[config.mk]
export PLATFORM = sky130hd
export DESIGN_NAME = board_specific_top
export DESIGN_NICKNAME = d
export VERILOG_FILES = /design/src/hdl/board_pkg.sv /design/src/hdl/sample_if.sv /design/src/hdl/board_specific_top.sv /design/src/hdl/clk_enable_div.sv /design/src/hdl/i2s_mic_receiver.sv /design/src/hdl/sample_buffer.sv /design/src/hdl/seg7_scanner.sv /design/src/hdl/static_hex_latch.sv
export SDC_FILE = /design/constraint.sdc
export NUM_CORES = 1
export LEC_CHECK = 0
export CAP_MARGIN = 15
export CORE_UTILIZATION = 60
export DETAILED_ROUTE_END_ITERATION = 12
export DONT_BUFFER_PORTS = 1
export PLACE_DENSITY = 0.76
export SYNTH_ARGS = -nofsm -noshare
export SYNTH_HDL_FRONTEND = slang
export SYNTH_SLANG_ARGS = --single-unit
export TNS_END_PERCENT = 50
[constraint.sdc]
create_clock -name clk -period 4.2 [get_ports clk]
set_input_delay 0.42 -clock clk [delete_from_list [all_inputs] [get_ports clk]]
set_output_delay 0.42 -clock clk [all_outputs]
set_load 0.05 [all_outputs]
[src/hdl/board_pkg.sv]
package board_pkg;

    // ------------------------------------------------
    // Sizes

    localparam int w_sample = 24;  // INMP441 sample width
    localparam int n_digit  = 6;   // Enough hex digits for one sample

    // ------------------------------------------------
    // Types

    // Word select slot, matches the level of ws
    typedef enum logic
    {
        slot_left  = 1'b0,
        slot_right = 1'b1
    } slot_t;

    // Segments in abcdefgh order, a is the MSB and h is the dot
    typedef logic [7:0] seg_t;

    typedef enum logic [1:0]
    {
        rx_sync,  // One-bit delay after a ws change
        rx_data,  // Shifting data bits
        rx_pad    // Unused tail of the slot
    } rx_state_t;

    typedef enum logic [1:0]
    {
        hs_idle,
        hs_req,
        hs_wait_low
    } hs_state_t;

endpackage

[src/hdl/sample_if.sv]
interface sample_if;

    logic                               req;
    logic                               ack;
    logic [board_pkg::w_sample - 1:0]   value;
    board_pkg::slot_t                   slot;

    // Four-phase handshake, value and slot stable while req is high

    modport producer
    (
        output req, value, slot,
        input  ack
    );

    modport consumer
    (
        input  req, value, slot,
        output ack
    );

endinterface

[src/hdl/board_specific_top.sv]
module board_specific_top
#(
    parameter int sck_div  = 8,   // Half period of mic_sck in clk cycles
    parameter int scan_div = 64,  // Clocks per scanned digit
    parameter int depth    = 4
)
(
    input  logic                            clk,
    input  logic                            rst,
    input  logic                            sw_slot,

    output logic                            mic_sck,
    output logic                            mic_ws,
    input  logic                            mic_sd,

    output logic [6:0]                      hex0,
    output logic [6:0]                      hex1,
    output logic [6:0]                      hex2,
    output logic [6:0]                      hex3,
    output logic [6:0]                      hex4,
    output logic [6:0]                      hex5,
    output logic [board_pkg::n_digit - 1:0] dp_led
);

    logic                               sck_en;
    logic                               scan_en;
    board_pkg::seg_t                    abcdefgh;
    logic [board_pkg::n_digit - 1:0]    digit;

    sample_if rx_to_buf ();
    sample_if buf_to_scan ();

    // ------------------------------------------------
    // Enable strobes

    clk_enable_div #(.divide (sck_div))  i_sck_div  (.clk, .rst, .en (sck_en));
    clk_enable_div #(.divide (scan_div)) i_scan_div (.clk, .rst, .en (scan_en));

    // ------------------------------------------------
    // Microphone to display

    i2s_mic_receiver i_receiver
    (
        .clk     ( clk       ),
        .rst     ( rst       ),
        .sck_en  ( sck_en    ),
        .mic_sck ( mic_sck   ),
        .mic_ws  ( mic_ws    ),
        .mic_sd  ( mic_sd    ),
        .smp     ( rx_to_buf )
    );

    sample_buffer #(.depth (depth)) i_buffer
    (
        .clk ( clk         ),
        .rst ( rst         ),
        .wr  ( rx_to_buf   ),
        .rd  ( buf_to_scan )
    );

    seg7_scanner i_scanner
    (
        .clk      ( clk                                ),
        .rst      ( rst                                ),
        .scan_en  ( scan_en                            ),
        .slot_sel ( board_pkg::slot_t' (sw_slot)       ),
        .smp      ( buf_to_scan                        ),
        .abcdefgh ( abcdefgh                           ),
        .digit    ( digit                              )
    );

    static_hex_latch i_hex_latch
    (
        .clk, .rst, .abcdefgh, .digit,
        .hex0, .hex1, .hex2, .hex3, .hex4, .hex5,
        .dp_led
    );

endmodule

[src/hdl/clk_enable_div.sv]
module clk_enable_div
#(
    parameter int divide = 8
)
(
    input  logic clk,
    input  logic rst,
    output logic en
);

    localparam int w_cnt = (divide > 1) ? $clog2 (divide) : 1;

    logic [w_cnt - 1:0] cnt;

    always_ff @ (posedge clk or posedge rst)
        if (rst)
        begin
            cnt <= '0;
            en  <= 1'b0;
        end
        else if (cnt == w_cnt' (divide - 1))
        begin
            cnt <= '0;
            en  <= 1'b1;  // One clock wide
        end
        else
        begin
            cnt <= cnt + 1'b1;
            en  <= 1'b0;
        end

endmodule

[src/hdl/i2s_mic_receiver.sv]
module i2s_mic_receiver
(
    input  logic        clk,
    input  logic        rst,
    input  logic        sck_en,

    output logic        mic_sck,
    output logic        mic_ws,
    input  logic        mic_sd,

    sample_if.producer  smp
);

    localparam int w = board_pkg::w_sample;

    logic [4:0]             bit_cnt;  // Falling sck edges since the last ws change
    logic [w - 1:0]         shift_reg;
    logic                   sck_rise;
    logic                   sck_fall;
    logic                   word_done;
    logic                   take;

    board_pkg::rx_state_t   rx_state;
    board_pkg::hs_state_t   hs_state;

    assign sck_rise  = sck_en & ~ mic_sck;
    assign sck_fall  = sck_en &   mic_sck;

    // Last data bit arrives on the rising edge at count 24
    assign word_done = sck_rise && rx_state == board_pkg::rx_data
                       && bit_cnt == 5' (w);
    assign take      = word_done && hs_state == board_pkg::hs_idle;  // Else dropped

    // ------------------------------------------------
    // Serial clock and word select

    always_ff @ (posedge clk or posedge rst)
        if (rst)
        begin
            mic_sck <= 1'b0;
            mic_ws  <= 1'b0;
            bit_cnt <= '0;
        end
        else if (sck_en)
        begin
            mic_sck <= ~ mic_sck;

            if (sck_fall)
            begin
                bit_cnt <= bit_cnt + 1'b1;
                if (bit_cnt == 5'd31)
                    mic_ws <= ~ mic_ws;  // Slot is 32 sck periods
            end
        end

    // ------------------------------------------------
    // Data field FSM

    always_ff @ (posedge clk or posedge rst)
        if (rst)
            rx_state <= board_pkg::rx_sync;
        else
            case (rx_state)
            board_pkg::rx_sync : if (sck_rise)  rx_state <= board_pkg::rx_data;
            board_pkg::rx_data : if (word_done) rx_state <= board_pkg::rx_pad;
            default:
                if (sck_fall && bit_cnt == 5'd31)
                    rx_state <= board_pkg::rx_sync;
            endcase

    always_ff @ (posedge clk)
        if (sck_rise && rx_state == board_pkg::rx_data)
            shift_reg <= { shift_reg [w - 2:0], mic_sd };  // MSB first

    always_ff @ (posedge clk)
        if (take)
        begin
            smp.value <= { shift_reg [w - 2:0], mic_sd };
            smp.slot  <= board_pkg::slot_t' (mic_ws);
        end

    // ------------------------------------------------
    // Producer side of the handshake

    always_ff @ (posedge clk or posedge rst)
        if (rst)
        begin
            hs_state <= board_pkg::hs_idle;
            smp.req  <= 1'b0;
        end
        else
            case (hs_state)
            board_pkg::hs_idle:
                if (take)
                begin
                    smp.req  <= 1'b1;
                    hs_state <= board_pkg::hs_req;
                end
            board_pkg::hs_req:
                if (smp.ack)
                begin
                    smp.req  <= 1'b0;
                    hs_state <= board_pkg::hs_wait_low;
                end
            default:
                if (! smp.ack)
                    hs_state <= board_pkg::hs_idle;
            endcase

endmodule

[src/hdl/sample_buffer.sv]
module sample_buffer
#(
    parameter int depth = 4  // Power of two
)
(
    input  logic        clk,
    input  logic        rst,
    sample_if.consumer  wr,
    sample_if.producer  rd
);

    localparam int w_ptr = $clog2 (depth);

    logic [board_pkg::w_sample - 1:0]   mem_value [depth];
    board_pkg::slot_t                   mem_slot  [depth];

    logic [w_ptr:0]         wr_ptr;  // Extra MSB tells full from empty
    logic [w_ptr:0]         rd_ptr;
    logic                   full;
    logic                   empty;
    logic                   push;
    logic                   pop;

    board_pkg::hs_state_t   wr_state;
    board_pkg::hs_state_t   rd_state;

    assign empty = wr_ptr == rd_ptr;
    assign full  = (wr_ptr - rd_ptr) == (w_ptr + 1)' (depth);
    assign push  = wr_state == board_pkg::hs_idle && wr.req && ! full;  // Full withholds ack
    assign pop   = rd_state == board_pkg::hs_req  && rd.ack;

    always_ff @ (posedge clk)
        if (push)
        begin
            mem_value [wr_ptr [w_ptr - 1:0]] <= wr.value;
            mem_slot  [wr_ptr [w_ptr - 1:0]] <= wr.slot;
        end

    assign rd.value = mem_value [rd_ptr [w_ptr - 1:0]];  // Head of the queue
    assign rd.slot  = mem_slot  [rd_ptr [w_ptr - 1:0]];

    // ------------------------------------------------
    // Write side, consumer

    always_ff @ (posedge clk or posedge rst)
        if (rst)
        begin
            wr_state <= board_pkg::hs_idle;
            wr.ack   <= 1'b0;
            wr_ptr   <= '0;
        end
        else if (push)
        begin
            wr.ack   <= 1'b1;
            wr_ptr   <= wr_ptr + 1'b1;
            wr_state <= board_pkg::hs_wait_low;
        end
        else if (wr_state == board_pkg::hs_wait_low && ! wr.req)
        begin
            wr.ack   <= 1'b0;
            wr_state <= board_pkg::hs_idle;
        end

    // ------------------------------------------------
    // Read side, producer

    always_ff @ (posedge clk or posedge rst)
        if (rst)
        begin
            rd_state <= board_pkg::hs_idle;
            rd.req   <= 1'b0;
            rd_ptr   <= '0;
        end
        else
            case (rd_state)
            board_pkg::hs_idle:
                if (! empty)
                begin
                    rd.req   <= 1'b1;
                    rd_state <= board_pkg::hs_req;
                end
            board_pkg::hs_req:
                if (pop)
                begin
                    rd.req   <= 1'b0;
                    rd_ptr   <= rd_ptr + 1'b1;
                    rd_state <= board_pkg::hs_wait_low;
                end
            default:
                if (! rd.ack)
                    rd_state <= board_pkg::hs_idle;
            endcase

endmodule

[src/hdl/seg7_scanner.sv]
module seg7_scanner
(
    input  logic                            clk,
    input  logic                            rst,
    input  logic                            scan_en,
    input  board_pkg::slot_t                slot_sel,
    sample_if.consumer                      smp,
    output board_pkg::seg_t                 abcdefgh,
    output logic [board_pkg::n_digit - 1:0] digit
);

    localparam int w_idx = $clog2 (board_pkg::n_digit);

    logic [board_pkg::w_sample - 1:0]   shown;
    logic [w_idx - 1:0]                 idx;
    logic [w_idx - 1:0]                 next_idx;
    logic [3:0]                         nibble;
    logic                               dot;

    // Active-high segments abcdefg of one hex nibble
    function automatic logic [6:0] hex_pattern (input logic [3:0] n);
        case (n)
        4'h0:    return 7'b1111110;
        4'h1:    return 7'b0110000;
        4'h2:    return 7'b1101101;
        4'h3:    return 7'b1111001;
        4'h4:    return 7'b0110011;
        4'h5:    return 7'b1011011;
        4'h6:    return 7'b1011111;
        4'h7:    return 7'b1110000;
        4'h8:    return 7'b1111111;
        4'h9:    return 7'b1111011;
        4'ha:    return 7'b1110111;
        4'hb:    return 7'b0011111;
        4'hc:    return 7'b1001110;
        4'hd:    return 7'b0111101;
        4'he:    return 7'b1001111;
        default: return 7'b1000111;
        endcase
    endfunction

    // ------------------------------------------------
    // Sample intake, ack every sample one clock after req

    always_ff @ (posedge clk or posedge rst)
        if (rst)
        begin
            smp.ack <= 1'b0;
            shown   <= '0;
        end
        else if (smp.req && ! smp.ack)
        begin
            smp.ack <= 1'b1;
            if (smp.slot == slot_sel)
                shown <= smp.value;  // Other slot is discarded
        end
        else if (! smp.req)
            smp.ack <= 1'b0;

    // ------------------------------------------------
    // Digit scan

    // Wrap after the last digit, also start here after reset
    assign next_idx = (digit == '0 || idx == w_idx' (board_pkg::n_digit - 1))
                      ? '0 : idx + 1'b1;
    assign nibble   = shown [next_idx * 4 +: 4];
    assign dot      = next_idx == '0 && slot_sel == board_pkg::slot_right;

    always_ff @ (posedge clk or posedge rst)
        if (rst)
        begin
            idx      <= '0;
            digit    <= '0;
            abcdefgh <= '0;
        end
        else if (scan_en)
        begin
            idx             <= next_idx;
            digit           <= '0;
            digit[next_idx] <= 1'b1;
            abcdefgh        <= { hex_pattern (nibble), dot };
        end

endmodule

[src/hdl/static_hex_latch.sv]
module static_hex_latch
(
    input  logic                            clk,
    input  logic                            rst,
    input  board_pkg::seg_t                 abcdefgh,
    input  logic [board_pkg::n_digit - 1:0] digit,

    output logic [6:0]                      hex0,
    output logic [6:0]                      hex1,
    output logic [6:0]                      hex2,
    output logic [6:0]                      hex3,
    output logic [6:0]                      hex4,
    output logic [6:0]                      hex5,
    output logic [board_pkg::n_digit - 1:0] dp_led
);

    board_pkg::seg_t    hgfedcba;
    logic [6:0]         hex_r [board_pkg::n_digit];  // Active low, bit 0 is segment a

    always_comb
        for (int i = 0; i < $bits (abcdefgh); i++)
            hgfedcba[i] = abcdefgh[$bits (abcdefgh) - 1 - i];

    // Each digit keeps its last pattern until its strobe comes again
    always_ff @ (posedge clk or posedge rst)
        if (rst)
        begin
            for (int i = 0; i < board_pkg::n_digit; i++)
                hex_r[i] <= '1;  // Blank
            dp_led <= '0;
        end
        else
        begin
            for (int i = 0; i < board_pkg::n_digit; i++)
                if (digit[i])
                begin
                    hex_r[i]  <= ~ hgfedcba[6:0];
                    dp_led[i] <= hgfedcba[7];  // Dot drives an LED, high active
                end
        end

    assign hex0 = hex_r[0];
    assign hex1 = hex_r[1];
    assign hex2 = hex_r[2];
    assign hex3 = hex_r[3];
    assign hex4 = hex_r[4];
    assign hex5 = hex_r[5];

endmodule

After elaboration in Yosys (flattened, before gate mapping)
Memory sizes are Yosys's and may differ from the RTL's. A register that Yosys moved wholly into a read port is not among the register bits.
Index checks and enable logic that the tools add are counted.
W data, S select, Z words.
{"block": "word_totals", "regBits": 149, "ramBits": 100, "rom_bits": 112, "out_inout_bits": 50, "word_cells": 141, "n_memories": 3}
{"block": "op_classes", "add_sub_neg": 7, "magnitude_cmp": 2, "eq_ne": 21, "n_shift": 1, "mux": 33, "bitwise_logic": 5, "reduce_logical": 34}
{"memory": "(name not given)", "depth": 16, "width": 7, "read_ports": 1, "rd_clocked_by_memory_dff": 1, "write_ports": 0, "line_no": "seg7_scanner.sv:22", "text": "case (n)"}
{"memory": "i_buffer.mem_value", "depth": 4, "width": 24, "read_ports": 1, "rd_clocked_by_memory_dff": 1, "write_ports": 1, "line_no": "sample_buffer.sv:14", "text": "logic [board_pkg::w_sample - 1:0] mem_value [depth];"}
{"memory": "i_buffer.mem_slot", "depth": 4, "width": 1, "read_ports": 1, "rd_clocked_by_memory_dff": 0, "write_ports": 1, "line_no": "sample_buffer.sv:15", "text": "board_pkg::slot_t mem_slot [depth];"}
{"cell": "$shiftx A24 B6 Y4", "n": 1}
{"cell": "$mux W2", "n": 11}
{"cell": "$reduce_and A3 Y1", "n": 6}
{"cell": "$mux W1", "n": 13}
{"cell": "$add A3 B1 Y3 const B", "n": 4}
{"cell": "$ne A2 B1 Y1 const B", "n": 6}
{"cell": "$pmux W2 S2", "n": 3}
{"cell": "$logic_and A1 B1 Y1", "n": 11}
{"cell": "$eq A5 B5 Y1 const B", "n": 2}
{"cell": "$eq A3 B3 Y1 const B", "n": 3}
{"cell": "$logic_not A2 Y1", "n": 4}
{"cell": "$not A7 Y7", "n": 1}
{"cell": "$add A6 B1 Y6 const B", "n": 1}
{"cell": "$eq A2 B1 Y1 const B", "n": 3}
{"cell": "$eq A6 B6 Y1 const B", "n": 1}
{"cell": "$logic_not A6 Y1", "n": 1}
{"cell": "$mux W3", "n": 2}
{"cell": "$mux W6", "n": 1}
{"cell": "$ne A3 B3 Y1 const B", "n": 2}
{"cell": "$reduce_and A2 Y1", "n": 3}
{"cell": "$reduce_bool A2 Y1", "n": 3}
{"cell": "$add A5 B1 Y5 const B", "n": 1}
{"cell": "$lt A3 B4 Y1 const B", "n": 1}
{"cell": "$pmux W1 S2", "n": 2}
{"cell": "other kinds (13)", "n": 17}

Depth between registers and ports, before layout
Gate-level depths: netlist (run 1).
{"block": "logic_depth", "ltp_word": 7, "mapped_depth": 12}

Hierarchy
Synthesis (run 1) repeated with hierarchy kept, for this count alone.
{"block": "unflattened", "hier_cells": 648, "area_unflattened_um2": 10721.5}
{"mod": "sample_buffer", "instances": 1, "cells_per_inst": 181, "area_per_inst_um2": 4169.0}
{"mod": "seg7_scanner", "instances": 1, "cells_per_inst": 194, "area_per_inst_um2": 2289.7}
{"mod": "i2s_mic_receiver", "instances": 1, "cells_per_inst": 97, "area_per_inst_um2": 2005.7}
{"mod": "static_hex_latch", "instances": 1, "cells_per_inst": 145, "area_per_inst_um2": 1840.5}
{"mod": "clk_enable_div at i_scan_div", "instances": 1, "cells_per_inst": 23, "area_per_inst_um2": 284.0}
{"mod": "clk_enable_div at i_sck_div", "instances": 1, "cells_per_inst": 8, "area_per_inst_um2": 132.6}

Worst setup path after synthesis (run 1)
OpenSTA, ideal clock, no wires.
{"block": "synth_path", "kind": "register to register", "start": "reg i_receiver.mic_sck", "end": "reg i_receiver.smp.slot (enable)", "setup_time_ns": 0.438, "arrival_time_ns": 3.545, "t_required_ns": 3.762, "setup_slack_ns": 0.217, "path_stages_with_launch": 5, "path_buffers": 0, "synth_period_minus_slack_ns": 3.983, "path_cell_list": "dfrtp_1 > nor2b_1 > and3b_1 > nand4_1 > nor3_1"}
{"block": "synth_via", "elab_chain_cells": 5}
{"item": "from (decl)", "line_no": "i2s_mic_receiver.sv:7", "text": "output logic mic_sck,"}
{"item": "from (signal assigned)", "line_no": "i2s_mic_receiver.sv:46", "text": "mic_sck <= ~ mic_sck;"}
{"item": "$not A1 Y1", "line_no": "i2s_mic_receiver.sv:26", "text": "assign sck_rise = sck_en & ~ mic_sck;"}
{"item": "$and A1 B1 Y1", "line_no": "i2s_mic_receiver.sv:26"}
{"item": "$logic_and A1 B1 Y1", "line_no": "i2s_mic_receiver.sv:30", "text": "assign word_done = sck_rise && rx_state == board_pkg::rx_data"}
{"item": "$logic_and A1 B1 Y1", "line_no": "i2s_mic_receiver.sv:31", "text": "&& bit_cnt == 5' (w);"}
{"item": "$logic_and A1 B1 Y1", "line_no": "i2s_mic_receiver.sv:32", "text": "assign take = word_done && hs_state == board_pkg::hs_idle;"}
{"item": "named net i_receiver.take", "line_no": "i2s_mic_receiver.sv:21", "text": "logic take;"}
{"item": "to (signal assigned)", "line_no": "i2s_mic_receiver.sv:79", "text": "smp.slot <= board_pkg::slot_t' (mic_ws);"}
{"item": "to (decl)", "line_no": "sample_if.sv:12", "text": "output req, value, slot,"}
The timed path passes the listed nets, and every way through them passes these cells.
A chain may end at the register's enable or synchronous reset.

Worst setup path after layout (run 1)
{"block": "layout_path", "start": "reg i_scanner.idx[0]", "end": "reg i_scanner.abcdefgh[4]"}
{"block": "layout_via", "elab_chain_cells": 4, "word_cells_on_any_way": 5, "cone_classes": "add/sub (1); eq/ne (1); shift (1); mux (1); reduce/logical (1)"}
{"item": "from (decl)", "line_no": "seg7_scanner.sv:15", "text": "logic [w_idx - 1:0] idx;"}
{"item": "from (signal assigned)", "line_no": "seg7_scanner.sv:78", "text": "idx <= next_idx;"}
{"item": "branches (longest 2 deep; another with $add A3 B1 Y3)"}
{"item": "$mux W3 *", "line_no": "seg7_scanner.sv:65", "text": "? '0 : idx + 1'b1;"}
{"item": "$shiftx A24 B6 Y4 *", "line_no": "seg7_scanner.sv:66", "text": "assign nibble = shown [next_idx * 4 +: 4];"}
{"item": "to (decl)", "line_no": "seg7_scanner.sv:8", "text": "output board_pkg::seg_t abcdefgh,"}
Mark *: on every way between the ends.

==> results.md, run 1 <==
* I/O Pins at 54
* Via count at 5,384
* Root buffer cell: clkbuf_16
* Crit path buf inv count at 1
* Post-synth net total at between 600 and 700
* Met1 WL at 7930 µm
* Seq/Total Area, Yosys at 70.9%
* Worst setup SP type: register
* Tot GR Track Use at 20.5%
* Hold Path Sink: i_scanner.abcdefgh[0]
* Outcome: completed
* WL met3 at around 670 µm
* Routed Antenna Nets at 0
* Pre-Repair DR Iteration Count at 4
* Final worst clock skew at around 0.021 ns
* Synth warn at 0
* Final Worst Setup Slack at roughly 0.84 ns
* Slowest CP cell: ha_1
* # nets final at between 600 and 700
* P per Cell Area at roughly 450 nW/µm²
* N_diodes at 0
* Worst R2R Path Depth at 10
* Total gr overflow at 0
* Drt wl/cell at roughly 20 µm
* CTS tree: done
* CP cell instances: ha_1 -> nand2b_1 -> o21ai_0 -> a222oi_1 -> a41o_1 -> inv_1 -> ha_1 -> a21oi_1 -> a2111oi_0 -> a211o_1
* Kind of critical path: register to register
* Post-synth ARST share at around 45%
* H-tree depth reported by CTS at 1
* First-pass GRT wire length at 29,000 µm
* Routability congestion estimate at ~0.87
* Total CTS buffers at 28
* DRC violations left at 0
* Syn Inst Count at around 660
* WHS Path Cells at 2
* P&R area growth vs syn at 11.7%
* Critical path data required time at about 4.7 ns
* Mapped cell area at about 11,000 µm²
* Setup violators final at 0
* RSZ-0062 raised after global routing: no
* Filler cells at 1,071
* Die Area at between 15,000 and 20,000 µm²
* Critical Path Start: i_scanner.idx[0]
* Top sig layer: met4
* Mean number of vias per cell at roughly 5.9
* Hold Fails Final Rpt at 0
* Crit path max fanout at 22
* Finished Core Util at between 60% and 70%
* Final HPWL DP at roughly 11,000 µm
* Clock buffer depth at 3
* Unique cell type count in the Yosys netlist at just over 60
* Clk sinks at around 270
* Final wirelength at 18,100 µm
* Pre-CTS setup slack at approximately 0.91 ns
* Worst path arrival time at between 3 and 4 ns
* CTS clk-pin slew, worst paths at ~0.060 ns
* Min Clock Period, post-route at roughly 3.4 ns
* Core area at between 15,000 and 20,000 µm²
* RR Startpoint: i_scanner.idx[0]
* Critical Path Most Common Cell: ha_1
* Largest net degree at the start of global routing at 89
* Avg Cell Area, Syn at 16.3 µm²
* Worst Max-Slew Pin Slew at 0.682 ns
* Max reg flops at 96
* # port buffers at 0
* Vias in the first global route at 5,601
* Endpoint type of the worst setup path: register
* Initial antenna violation count at 0
* Fin Setup TNS at 0 ns
* Max-Cap Viols at 0
* FF-to-FF setup slack at between 0.8 and 0.9 ns
* Rows at 48
* Clock Latency Late Sink at roughly 0.53 ns
* Hold path startpoint: sw_slot
* Layout cells sized above 1 at between 20% and 30%
* Met2 wire length at slightly above 9000 µm
* Worst rel slew slack at about 55%
* Flip-flop and latch count after synthesis at about 270
* Slew Limit Fails at 0
* Reg-to-reg endpoint: i_scanner.abcdefgh[4]
* Max VDD drop at slightly below 0.4 mV
* P_leak at 0.00458 µW
* CP delay by family, top: compound AO/OA/AOI/OAI gates
* 1st-iter DRT viols at between 300 and 400
* F_max at a little under 300 MHz
* Top flip-flop cell by instance count after synthesis: edfxtp_1
* Die Height at roughly 140 µm
* Hold crit path type: input port to register
* Post-synth EDFFs at 148
* CP peak stage delay at 0.80 ns
* Initial Util at 61.6%
* Period Utilization, post-route at 79.9%
* Die Wd at around 140 µm
## cells in the mapped netlist (all sizes together), types with 3 or more instances
cell type  count  share of area, %
a2111oi        3              0.30
a21oi         30               1.4
and2           8              0.47
and3           7              0.41
buf           15              0.85
clkbuf        12              0.42
dfrtp         81                19
dfstp         42                10
edfxtp       148                42
ha            22               2.6
inv           25              0.88
mux2          48               5.1
mux2i          4              0.37
mux4          25               5.3
nand2         29               1.0
nand2b         4              0.23
nand3         10              0.47
nand3b         5              0.35
nor2          41               1.5
nor2b          7              0.41
nor3           8              0.37
o21ai         15              0.70
o22ai          3              0.18
o2bb2ai        4              0.33
o31ai          6              0.42
o32ai          4              0.40
xnor2         11              0.90
xor2           8              0.66
## cell usage in the layout, fill, tap and decap left out, drive strengths merged, types with 5 or more instances in the layout
| master | synthesis | layout |
|---|---|---|
| o31ai | 6 | 6 |
| nor3 | 8 | 8 |
| dfrtp | 81 | 81 |
| nand3b | 5 | 5 |
| and3 | 7 | 7 |
| nor2b | 7 | 7 |
| a21oi | 30 | 30 |
| dfstp | 42 | 42 |
| clkinv | 0 | 10 |
| nor2 | 41 | 41 |
| mux4 | 25 | 25 |
| mux2 | 48 | 48 |
| xor2 | 8 | 8 |
| buf | 15 | 11 |
| nand3 | 10 | 10 |
| edfxtp | 148 | 148 |
| ha | 22 | 22 |
| xnor2 | 11 | 11 |
| nand2 | 29 | 29 |
| clkbuf | 12 | 37 |
| o21ai | 15 | 15 |
| inv | 25 | 26 |
| and2 | 8 | 8 |
## routing by layer
metal | global-route usage, % | vias to the layer above
li1 | - | 2470
met1 | 27.9 | 2767
met2 | 34.4 | 117
met3 | 3.14 | 30
met4 | 6.37 | 0
met5 | 0 | -
## report_power, final
group	total, µW	internal, µW	switching (µW)
combinational	28.1	5.05	23.0
clock	2510	1550	964
sequential	2790	2790	0
total	5330	4340	987
## cell type report
cell class	instances	area [µm²]	area share, %
Timing Repair Buffer	13	130	1.09
Clock buffer	37	817	6.84
Tap cell	225	282	2.36
Clock inverter	15	154	1.29
Inverter	25	96.3	0.807
Sequential cell	271	7570	63.4
Multi-Input combinational cell	332	2890	24.2
## through the flow
step                      cell area [µm²]  std cells  total power (µW)  hold WS [ns]
after floorplan                     10700        655              2860         0.400
after global placement              10900        862              2860         0.401
after detailed placement            10900        862              2860         0.405
after CTS                           11900        915              5370        0.0152
after global routing                11900        918              5470        0.0444
final                               11900        918              5330        0.0297
## logic make-up after synthesis
| group | synth area share (%) |
|---|---|
| buf+inv | 2.15 |
| mux | 10.7 |
| fa+ha+maj | 2.58 |
| flops | 70.9 |
| compound gates | 6.15 |
| xor+xnor | 1.56 |
| simple gates | 6.00 |
## repair_timing
action | CTS | global route
endpoints found under the setup margin | 0 | 0
hold buffers | 1 | 1
setup buffers | 0 | 0
hold endpoints to repair | 2 | 15
resized for setup | 0 | 0
## worst max path at each step
stage | end | slack [ns] | cells past startpoint
global placement | i_scanner.abcdefgh[4] | 0.97 | 10
global route | i_scanner.abcdefgh[4] | 0.64 | 10
detailed placement | i_scanner.abcdefgh[4] | 0.91 | 10
floorplan | i_receiver.smp.slot | 0.22 | 4
CTS | i_scanner.abcdefgh[4] | 0.89 | 10
finish | i_scanner.abcdefgh[4] | 0.84 | 10
No activity file was read; power rests on OpenSTA's default activity.
==> run 2: changes to the inputs <==
Settings changed: CORE_UTILIZATION 60 to 57, PLACE_DENSITY 0.76 to 0.75.
Clock period 4.2 ns to 2.9 ns, I/O delays scaled along.
==> run 2 against run 1 <==
  * Largest power group unchanged
  * Clock power rose by 36%
  * Critical path depth did not move
  * Fmax rose by 20%
  * Clock skew fell by 0.013 ns
  * Sequential cell count did not move
  * Utilization fell by 2.4 points
  * The flow now finishes with violations (DRC)
==> results.md, run 2 (synthesized netlist as in run 1, its figures left out) <==
* Routability congestion estimate at 0.890 (+2.4%)
* Total CTS buffers at 27 (-3.6%)
* First-pass GRT wire length at 30,200 µm (+4.2%)
* P&R area growth vs syn at 12.7%
* Clk sinks at 271 (unchanged)
* RR Startpoint: i_scanner.idx[0]
* Worst R2R Path Depth at 10 (unchanged)
* Die Wd at 139 µm (+2.6%)
* Final worst clock skew at 0.00880 ns (-0.0127 ns)
* Core area at 18,100 µm² (+4.6%)
* Failing checks: DRC
* RSZ-0062 raised after global routing: no
* Tot GR Track Use at 20.0% (-0.54 points)
* CP cell instances: ha_2 -> or3b_4 -> a22oi_4 -> nand3_1 -> a41o_2 -> inv_1 -> ha_1 -> a21oi_1 -> a2111oi_2 -> a211o_1
* Die Area at 19,300 µm² (+5.2%)
* Period Utilization, post-route at 96.7% (+17 points)
* Hold Fails Final Rpt at 0 (unchanged)
* WHS Path Cells at 0 (-2)
* FF-to-FF setup slack at 0.1 ns (-0.75 ns)
* P_leak at 0.00462 µW (+0.95%)
* DRC violations left at 3 (+3)
* Slowest CP cell: dfrtp_1
* Hold crit path type: register to register
* Post-route cell area at 12,100 µm² (+0.90%)
* Drt wl/cell at 19.8 µm (+0.14%)
* Rows at 49 (+2.1%)
* Crit path max fanout at 7 (-68%)
* F_max at 357 MHz (+20%)
* Worst path arrival time at 3.20 ns (-0.62 ns)
* Via count at 5,504 (+2.2%)
* Slew Limit Fails at 0 (unchanged)
* Reg-to-reg endpoint: i_scanner.abcdefgh[4]
* Pre-CTS setup slack at -0.103 ns (-1.01 ns)
* Clock Latency Late Sink at 0.52 ns (about the same)
* Stages on worst setup path at 10 (unchanged)
* Worst setup SP type: register
* I/O Pins at 54 (unchanged)
* H-tree depth reported by CTS at 1 (unchanged)
* Layout cells sized above 1 at 29.4% (+1.9 points)
* Worst rel slew slack at 32.8% (-22 points)
* Min Clock Period, post-route at 2.80 ns (-0.552 ns)
* Routed Antenna Nets at 0 (unchanged)
* Total power draw at 7500 µW (+41%)
* CTS tree: done
* N_diodes at 0 (unchanged)
* CTS clk-pin slew, worst paths at 0.06 ns (about the same)
* Critical path data required time at 3.30 ns (-1.37 ns)
* Largest net degree at the start of global routing at 47 (-47%)
* Mean number of vias per cell at 5.85 (-0.27%)
* Filler cells at 1,182 (+10%)
* Final Worst Setup Slack at 0.0971 ns (-0.748 ns)
* Final HPWL DP at 11,700 µm (+2.1%)
* Outcome: finished with violations
* Total gr overflow at 0 (unchanged)
* Max VDD drop at 0.513 mV (+33%)
* Vias in the first global route at 5,751 (+2.7%)
* Area post-placement at 11,100 µm² (+1.5%)
* Setup violators final at 0 (unchanged)
* CP delay by family, top: compound AO/OA/AOI/OAI gates
* Clock buffer depth at 3 (unchanged)
* Die Height at 139 µm (+2.6%)
* Commonest non-fill, non-tap cells in the layout: 148 x edfxtp_1, 81 x dfrtp_1, 48 x mux2_2
* Kind of critical path: register to register
* Pre-Repair DR Iteration Count at 11 (+7)
* Endpoint type of the worst setup path: register
* # port buffers at 0 (unchanged)
* Hold path startpoint: i_buffer.rd.req
* P per Cell Area at 622 nW/µm² (+39%)
* Initial Util at 58.9% (-2.7 points)
* 1st-iter DRT viols at 368 (+13%)
* Crit path buf inv count at 1 (unchanged)
* Initial antenna violation count at 0 (unchanged)
* Most common cell after layout, fill and taps aside: edfxtp_1
* CP peak stage delay at 0.41 ns (-0.39 ns)
* # nets final at 717 (+2.9%)
* Worst Max-Slew Pin Slew at 1.01 ns (+0.324 ns)
* Max reg flops at 96 (unchanged)
* Hold Path Sink: i_scanner.smp.ack
* Final wirelength at 18,600 µm (+2.6%)
* Max-Cap Viols at 0 (unchanged)
* Root buffer cell: clkbuf_16
[run 2: cell count changes in the layout (fill, tap and decap cells not counted), moves of 2 or more]
| cell | before | now |
|---|---|---|
| buf_4 | 9 | 29 |
| clkbuf_8 | 4 | 2 |
| buf_12 | 0 | 2 |
| ha_1 | 22 | 20 |
| clkbuf_1 | 3 | 7 |
| ha_2 | 0 | 2 |
| clkinv_2 | 8 | 5 |
[run 2: worst max path at each step]
stage / endpoint / start / slack, ns
finish: i_scanner.abcdefgh[4] / i_scanner.idx[0] / 0.1
global route: i_scanner.abcdefgh[4] / i_scanner.idx[0] / 0.005
CTS: i_scanner.abcdefgh[4] / i_scanner.idx[0] / 0.006
detailed placement: i_scanner.abcdefgh[4] / i_scanner.idx[0] / -0.10
global placement: i_scanner.abcdefgh[4] / i_scanner.idx[0] / 0.16
floorplan: i_buffer.mem_slot[3] / i_buffer.rd_ptr[1] / -0.04
[run 2: area by class of cell]
| type | count | area, µm² | share of cell area [%] |
|---|---|---|---|
| sequential | 271 | 7570 | 62.9 |
| tap | 229 | 287 | 2.38 |
| multi-input combinational | 332 | 2910 | 24.1 |
| clock inverter | 12 | 115 | 0.955 |
| timing repair buffer | 34 | 288 | 2.39 |
| inverter | 25 | 97.6 | 0.810 |
| clock buffer | 38 | 779 | 6.47 |
[run 2: timing repair]
item | in CTS | in global routing
buffers inserted | 0 | 6
endpoints found under the hold margin | 38 | 0
cloned | 0 | 0
hold buffers | 3 | 0
pin swaps | 1 | 2
resized for setup | 2 | 3
setup endpoints to repair | 1 | 6
[run 2: per-layer routing]
layer	vias up	share of wire [%]	global-route usage, %	routed length (µm)
met5	-	0	0	0
met1	2822	41	25.3	7660
li1	2506	-	-	-
met3	42	4.3	3.04	806
met4	0	2.7	6.43	507
met2	134	52	35.6	9650
[run 2: metrics by stage]
step	TNS (ns)	hold slack, ns	cells	utilization, %
floorplan	-1.91	0.389	655	-
global placement	0	0.389	882	61.0
detailed placement	-0.103	0.389	882	61.0
CTS	0	0.410	935	66.1
global route	0	0.431	941	66.4
finish	0	0.421	941	66.4
[run 2: worst reg2reg max path: stages (launching register included)]
cell and delay, ns:
dfrtp_1 0.41, ha_2 0.25, or3b_4 0.42, a22oi_4 0.23
nand3_1 0.11, a41o_2 0.34, inv_1 0.13, ha_1 0.26
a21oi_1 0.18, a2111oi_2 0.09, a211o_1 0.27
[run 2: where the power goes]
part	internal [µW]	total, µW	switching [µW]
logic	9.07	42.6	33.5
clock network	2050	3420	1370
registers	4040	4040	0
total	6100	7500	1400
==> run 3: changes to the inputs <==
Settings changed: CORE_UTILIZATION 57 to 46, PLACE_DENSITY 0.75 to default.
==> run 3 against run 2 <==
  * Non-clock buffer count increased by 1
  * Design area rose by 0.90%
  * Worst hold slack worse by 0.031 ns
  * Sequential power barely moved
  * Wire length decreased by 0.66%
  * Sequential share of layout area down 0.56 points
  * Clock power about the same
  * The flow now finishes without violations
  * Highest routed layer unchanged
  * Worst setup slack improved by 0.042 ns
  * Sequential cell count unchanged
  * Utilization fell by 13 points
  * Total power grew 0.41%
  * Critical path type unchanged
==> results.md, run 3 (synthesized netlist as in run 1, its figures left out) <==
* Most common cell after layout, fill and taps aside: edfxtp_1
* Dpl cells at 939 (+6.5%)
* Kind of critical path: register to register
* # nets final at 719 (+0.28%)
* Worst hold slack at 0.390 ns (-0.0311 ns)
* 1st-iter DRT viols at 286 (-22%)
* CP cell instances: ha_2 -> or3b_4 -> a22oi_4 -> buf_4 -> nand3_1 -> a41o_1 -> inv_1 -> ha_1 -> a21oi_1 -> a2111oi_1 -> a211o_1
* Mean number of vias per cell at 5.40 (-7.6%)
* Largest net degree at the start of global routing at 45 (-4.3%)
* P&R area growth vs syn at 13.8%
* Worst path arrival time at 3.18 ns (-0.02 ns)
* Die Height at 154 µm (+11%)
* Max VDD drop at 0.488 mV (-4.9%)
* Fin Setup TNS at 0 ns (unchanged)
* CP peak stage delay at 0.42 ns (about the same)
* Filler cells at 1,799 (+52%)
* I/O Pins at 54 (unchanged)
* Final HPWL DP at 12,100 µm (+3.5%)
* WHS Path Cells at 1 (+1)
* Initial Util at 47.1% (-12 points)
* Setup violators final at 0 (unchanged)
* Final wirelength at 18,500 µm (-0.66%)
* # port buffers at 0 (unchanged)
* Tot GR Track Use at 16.1% (-3.9 points)
* Clock buffer depth at 3 (unchanged)
* Period Utilization, post-route at 95.2% (-1.5 points)
* First-pass GRT wire length at 30,100 µm (-0.50%)
* Layout cells sized above 1 at 29.1% (-0.26 points)
* Hold path startpoint: mic_sd
* Clock Latency Late Sink at 0.55 ns (+0.03 ns)
* DRC violations left at 0 (-3)
* Vias in the first global route at 5,669 (-1.4%)
* Pre-Repair DR Iteration Count at 5 (-6)
* RR Startpoint: i_scanner.idx[0]
* Worst Max-Slew Pin Slew at 0.865 ns (-0.141 ns)
* Worst R2R Path Depth at 11 (+1)
* Endpoint type of the worst setup path: register
* Die Wd at 154 µm (+11%)
* Drt wl/cell at 18.5 µm (-6.5%)
* Routability congestion estimate at 0.909 (+2.1%)
* Slew Limit Fails at 0 (unchanged)
* Reg-to-reg endpoint: i_scanner.abcdefgh[4]
* H-tree depth reported by CTS at 1 (unchanged)
* Clk sinks at 271 (unchanged)
* Commonest non-fill, non-tap cells in the layout: 148 x edfxtp_1, 81 x dfrtp_1, 48 x mux2_2
* Finished Core Util at 53.5% (-13 points)
* CTS tree: done
* F_max at 362 MHz (+1.5%)
* Outcome: completed
* Hold crit path type: input port to register
* Critical path data required time at 3.32 ns (+0.02 ns)
* Rows at 55 (+12%)
* Hold Fails Final Rpt at 0 (unchanged)
* Worst rel slew slack at 42.2% (+9.4 points)
* P_leak at 0.00464 µW (+0.36%)
* N_diodes at 0 (unchanged)
* Min Clock Period, post-route at 2.76 ns (-0.0422 ns)
* Final worst clock skew at 0.0241 ns (+0.0153 ns)
* Via count at 5,402 (-1.9%)
* Fin cells at 1,000 (+6.3%)
* Total gr overflow at 0 (unchanged)
* Routed Antenna Nets at 0 (unchanged)
* Die Area at 23,900 µm² (+24%)
* Crit path max fanout at 7 (unchanged)
* Max-Cap Viols at 0 (unchanged)
* Slowest CP cell: or3b_4
* Total CTS buffers at 28 (+3.7%)
* Max reg flops at 96 (unchanged)
* Worst setup SP type: register
* CTS clk-pin slew, worst paths at 0.06 ns (about the same)
* FF-to-FF setup slack at 0.14 ns (+0.04 ns)
* Root buffer cell: clkbuf_16
* Initial antenna violation count at 0 (unchanged)
* Hold Path Sink: i_receiver.shift_reg[0]
* Core area at 22,700 µm² (+25%)
* P per Cell Area at 619 nW/µm² (-0.49%)
* Total power draw at 7530 µW (+0.41%)
==> run 3: cell types whose count changed in the layout (fill, tap and decap cells not counted), moves of 2 or more <==
cell,before,now
inv_4,0,2
clkbuf_1,7,11
clkinv_2,5,2
clkbuf_8,2,4
==> run 3: repair_timing <==
item / CTS / global route
endpoints found under the hold margin: 34 / 0
hold buffers: 3 / 0
setup buffers: 0 / 6
endpoints found under the setup margin: 0 / 4
gates resized for setup: 0 / 6
==> run 3: worst max-delay path: cells and delay by family, from the launching register on <==
family,cells,cell delay (ns)
flip-flops,1,0.41
AND/OR/NAND/NOR,2,0.49
AO/OA/AOI/OAI,5,0.95
buffers and inverters,2,0.28
adder cells (fa/ha/maj),2,0.50
==> run 3: metal layers <==
layer	routed length, µm	GRT usage [%]	up-vias
met4	407	4.81	0
met3	753	2.75	33
li1	-	-	2511
met1	8040	20.7	2739
met2	9300	28.1	119
met5	0	0	-
==> run 3: per-stage QoR <==
| step | cell area (µm²) | setup slack, ns |
|---|---|---|
| finish | 12200 | 0.139 |
| global route | 12200 | -0.0193 |
| CTS | 12100 | 0.0212 |
| detailed placement | 11100 | 0.0672 |
| global placement | 11100 | 0.146 |
| floorplan | 10700 | -0.0425 |
==> run 3: worst max-delay path by stage <==
stage	startpoint	endpoint	slack, ns
global route	i_scanner.idx[0]	i_scanner.abcdefgh[4]	-0.02
CTS	i_scanner.idx[0]	i_scanner.abcdefgh[4]	0.02
detailed placement	i_scanner.idx[0]	i_scanner.abcdefgh[4]	0.07
finish	i_scanner.idx[0]	i_scanner.abcdefgh[4]	0.14
global placement	i_scanner.idx[0]	i_scanner.abcdefgh[4]	0.15
floorplan	i_buffer.rd_ptr[1]	i_buffer.mem_slot[3]	-0.04
==> run 3: where the power goes <==
part	internal (µW)	switching [µW]	total [µW]
Sequential	4040	0	4040
Clock	2040	1410	3450
Combinational	9.02	34.1	43.2
==> run 3: final cells by class <==
type | count | area, µm² | share of cell area (%)
Clock buffer | 44 | 822 | 6.76
Clock inverter | 8 | 90.1 | 0.741
Inverter | 25 | 97.6 | 0.803
Multi-Input combinational cell | 332 | 2920 | 24.0
Sequential cell | 271 | 7570 | 62.3
Tap cell | 285 | 357 | 2.93
Timing Repair Buffer | 35 | 295 | 2.43
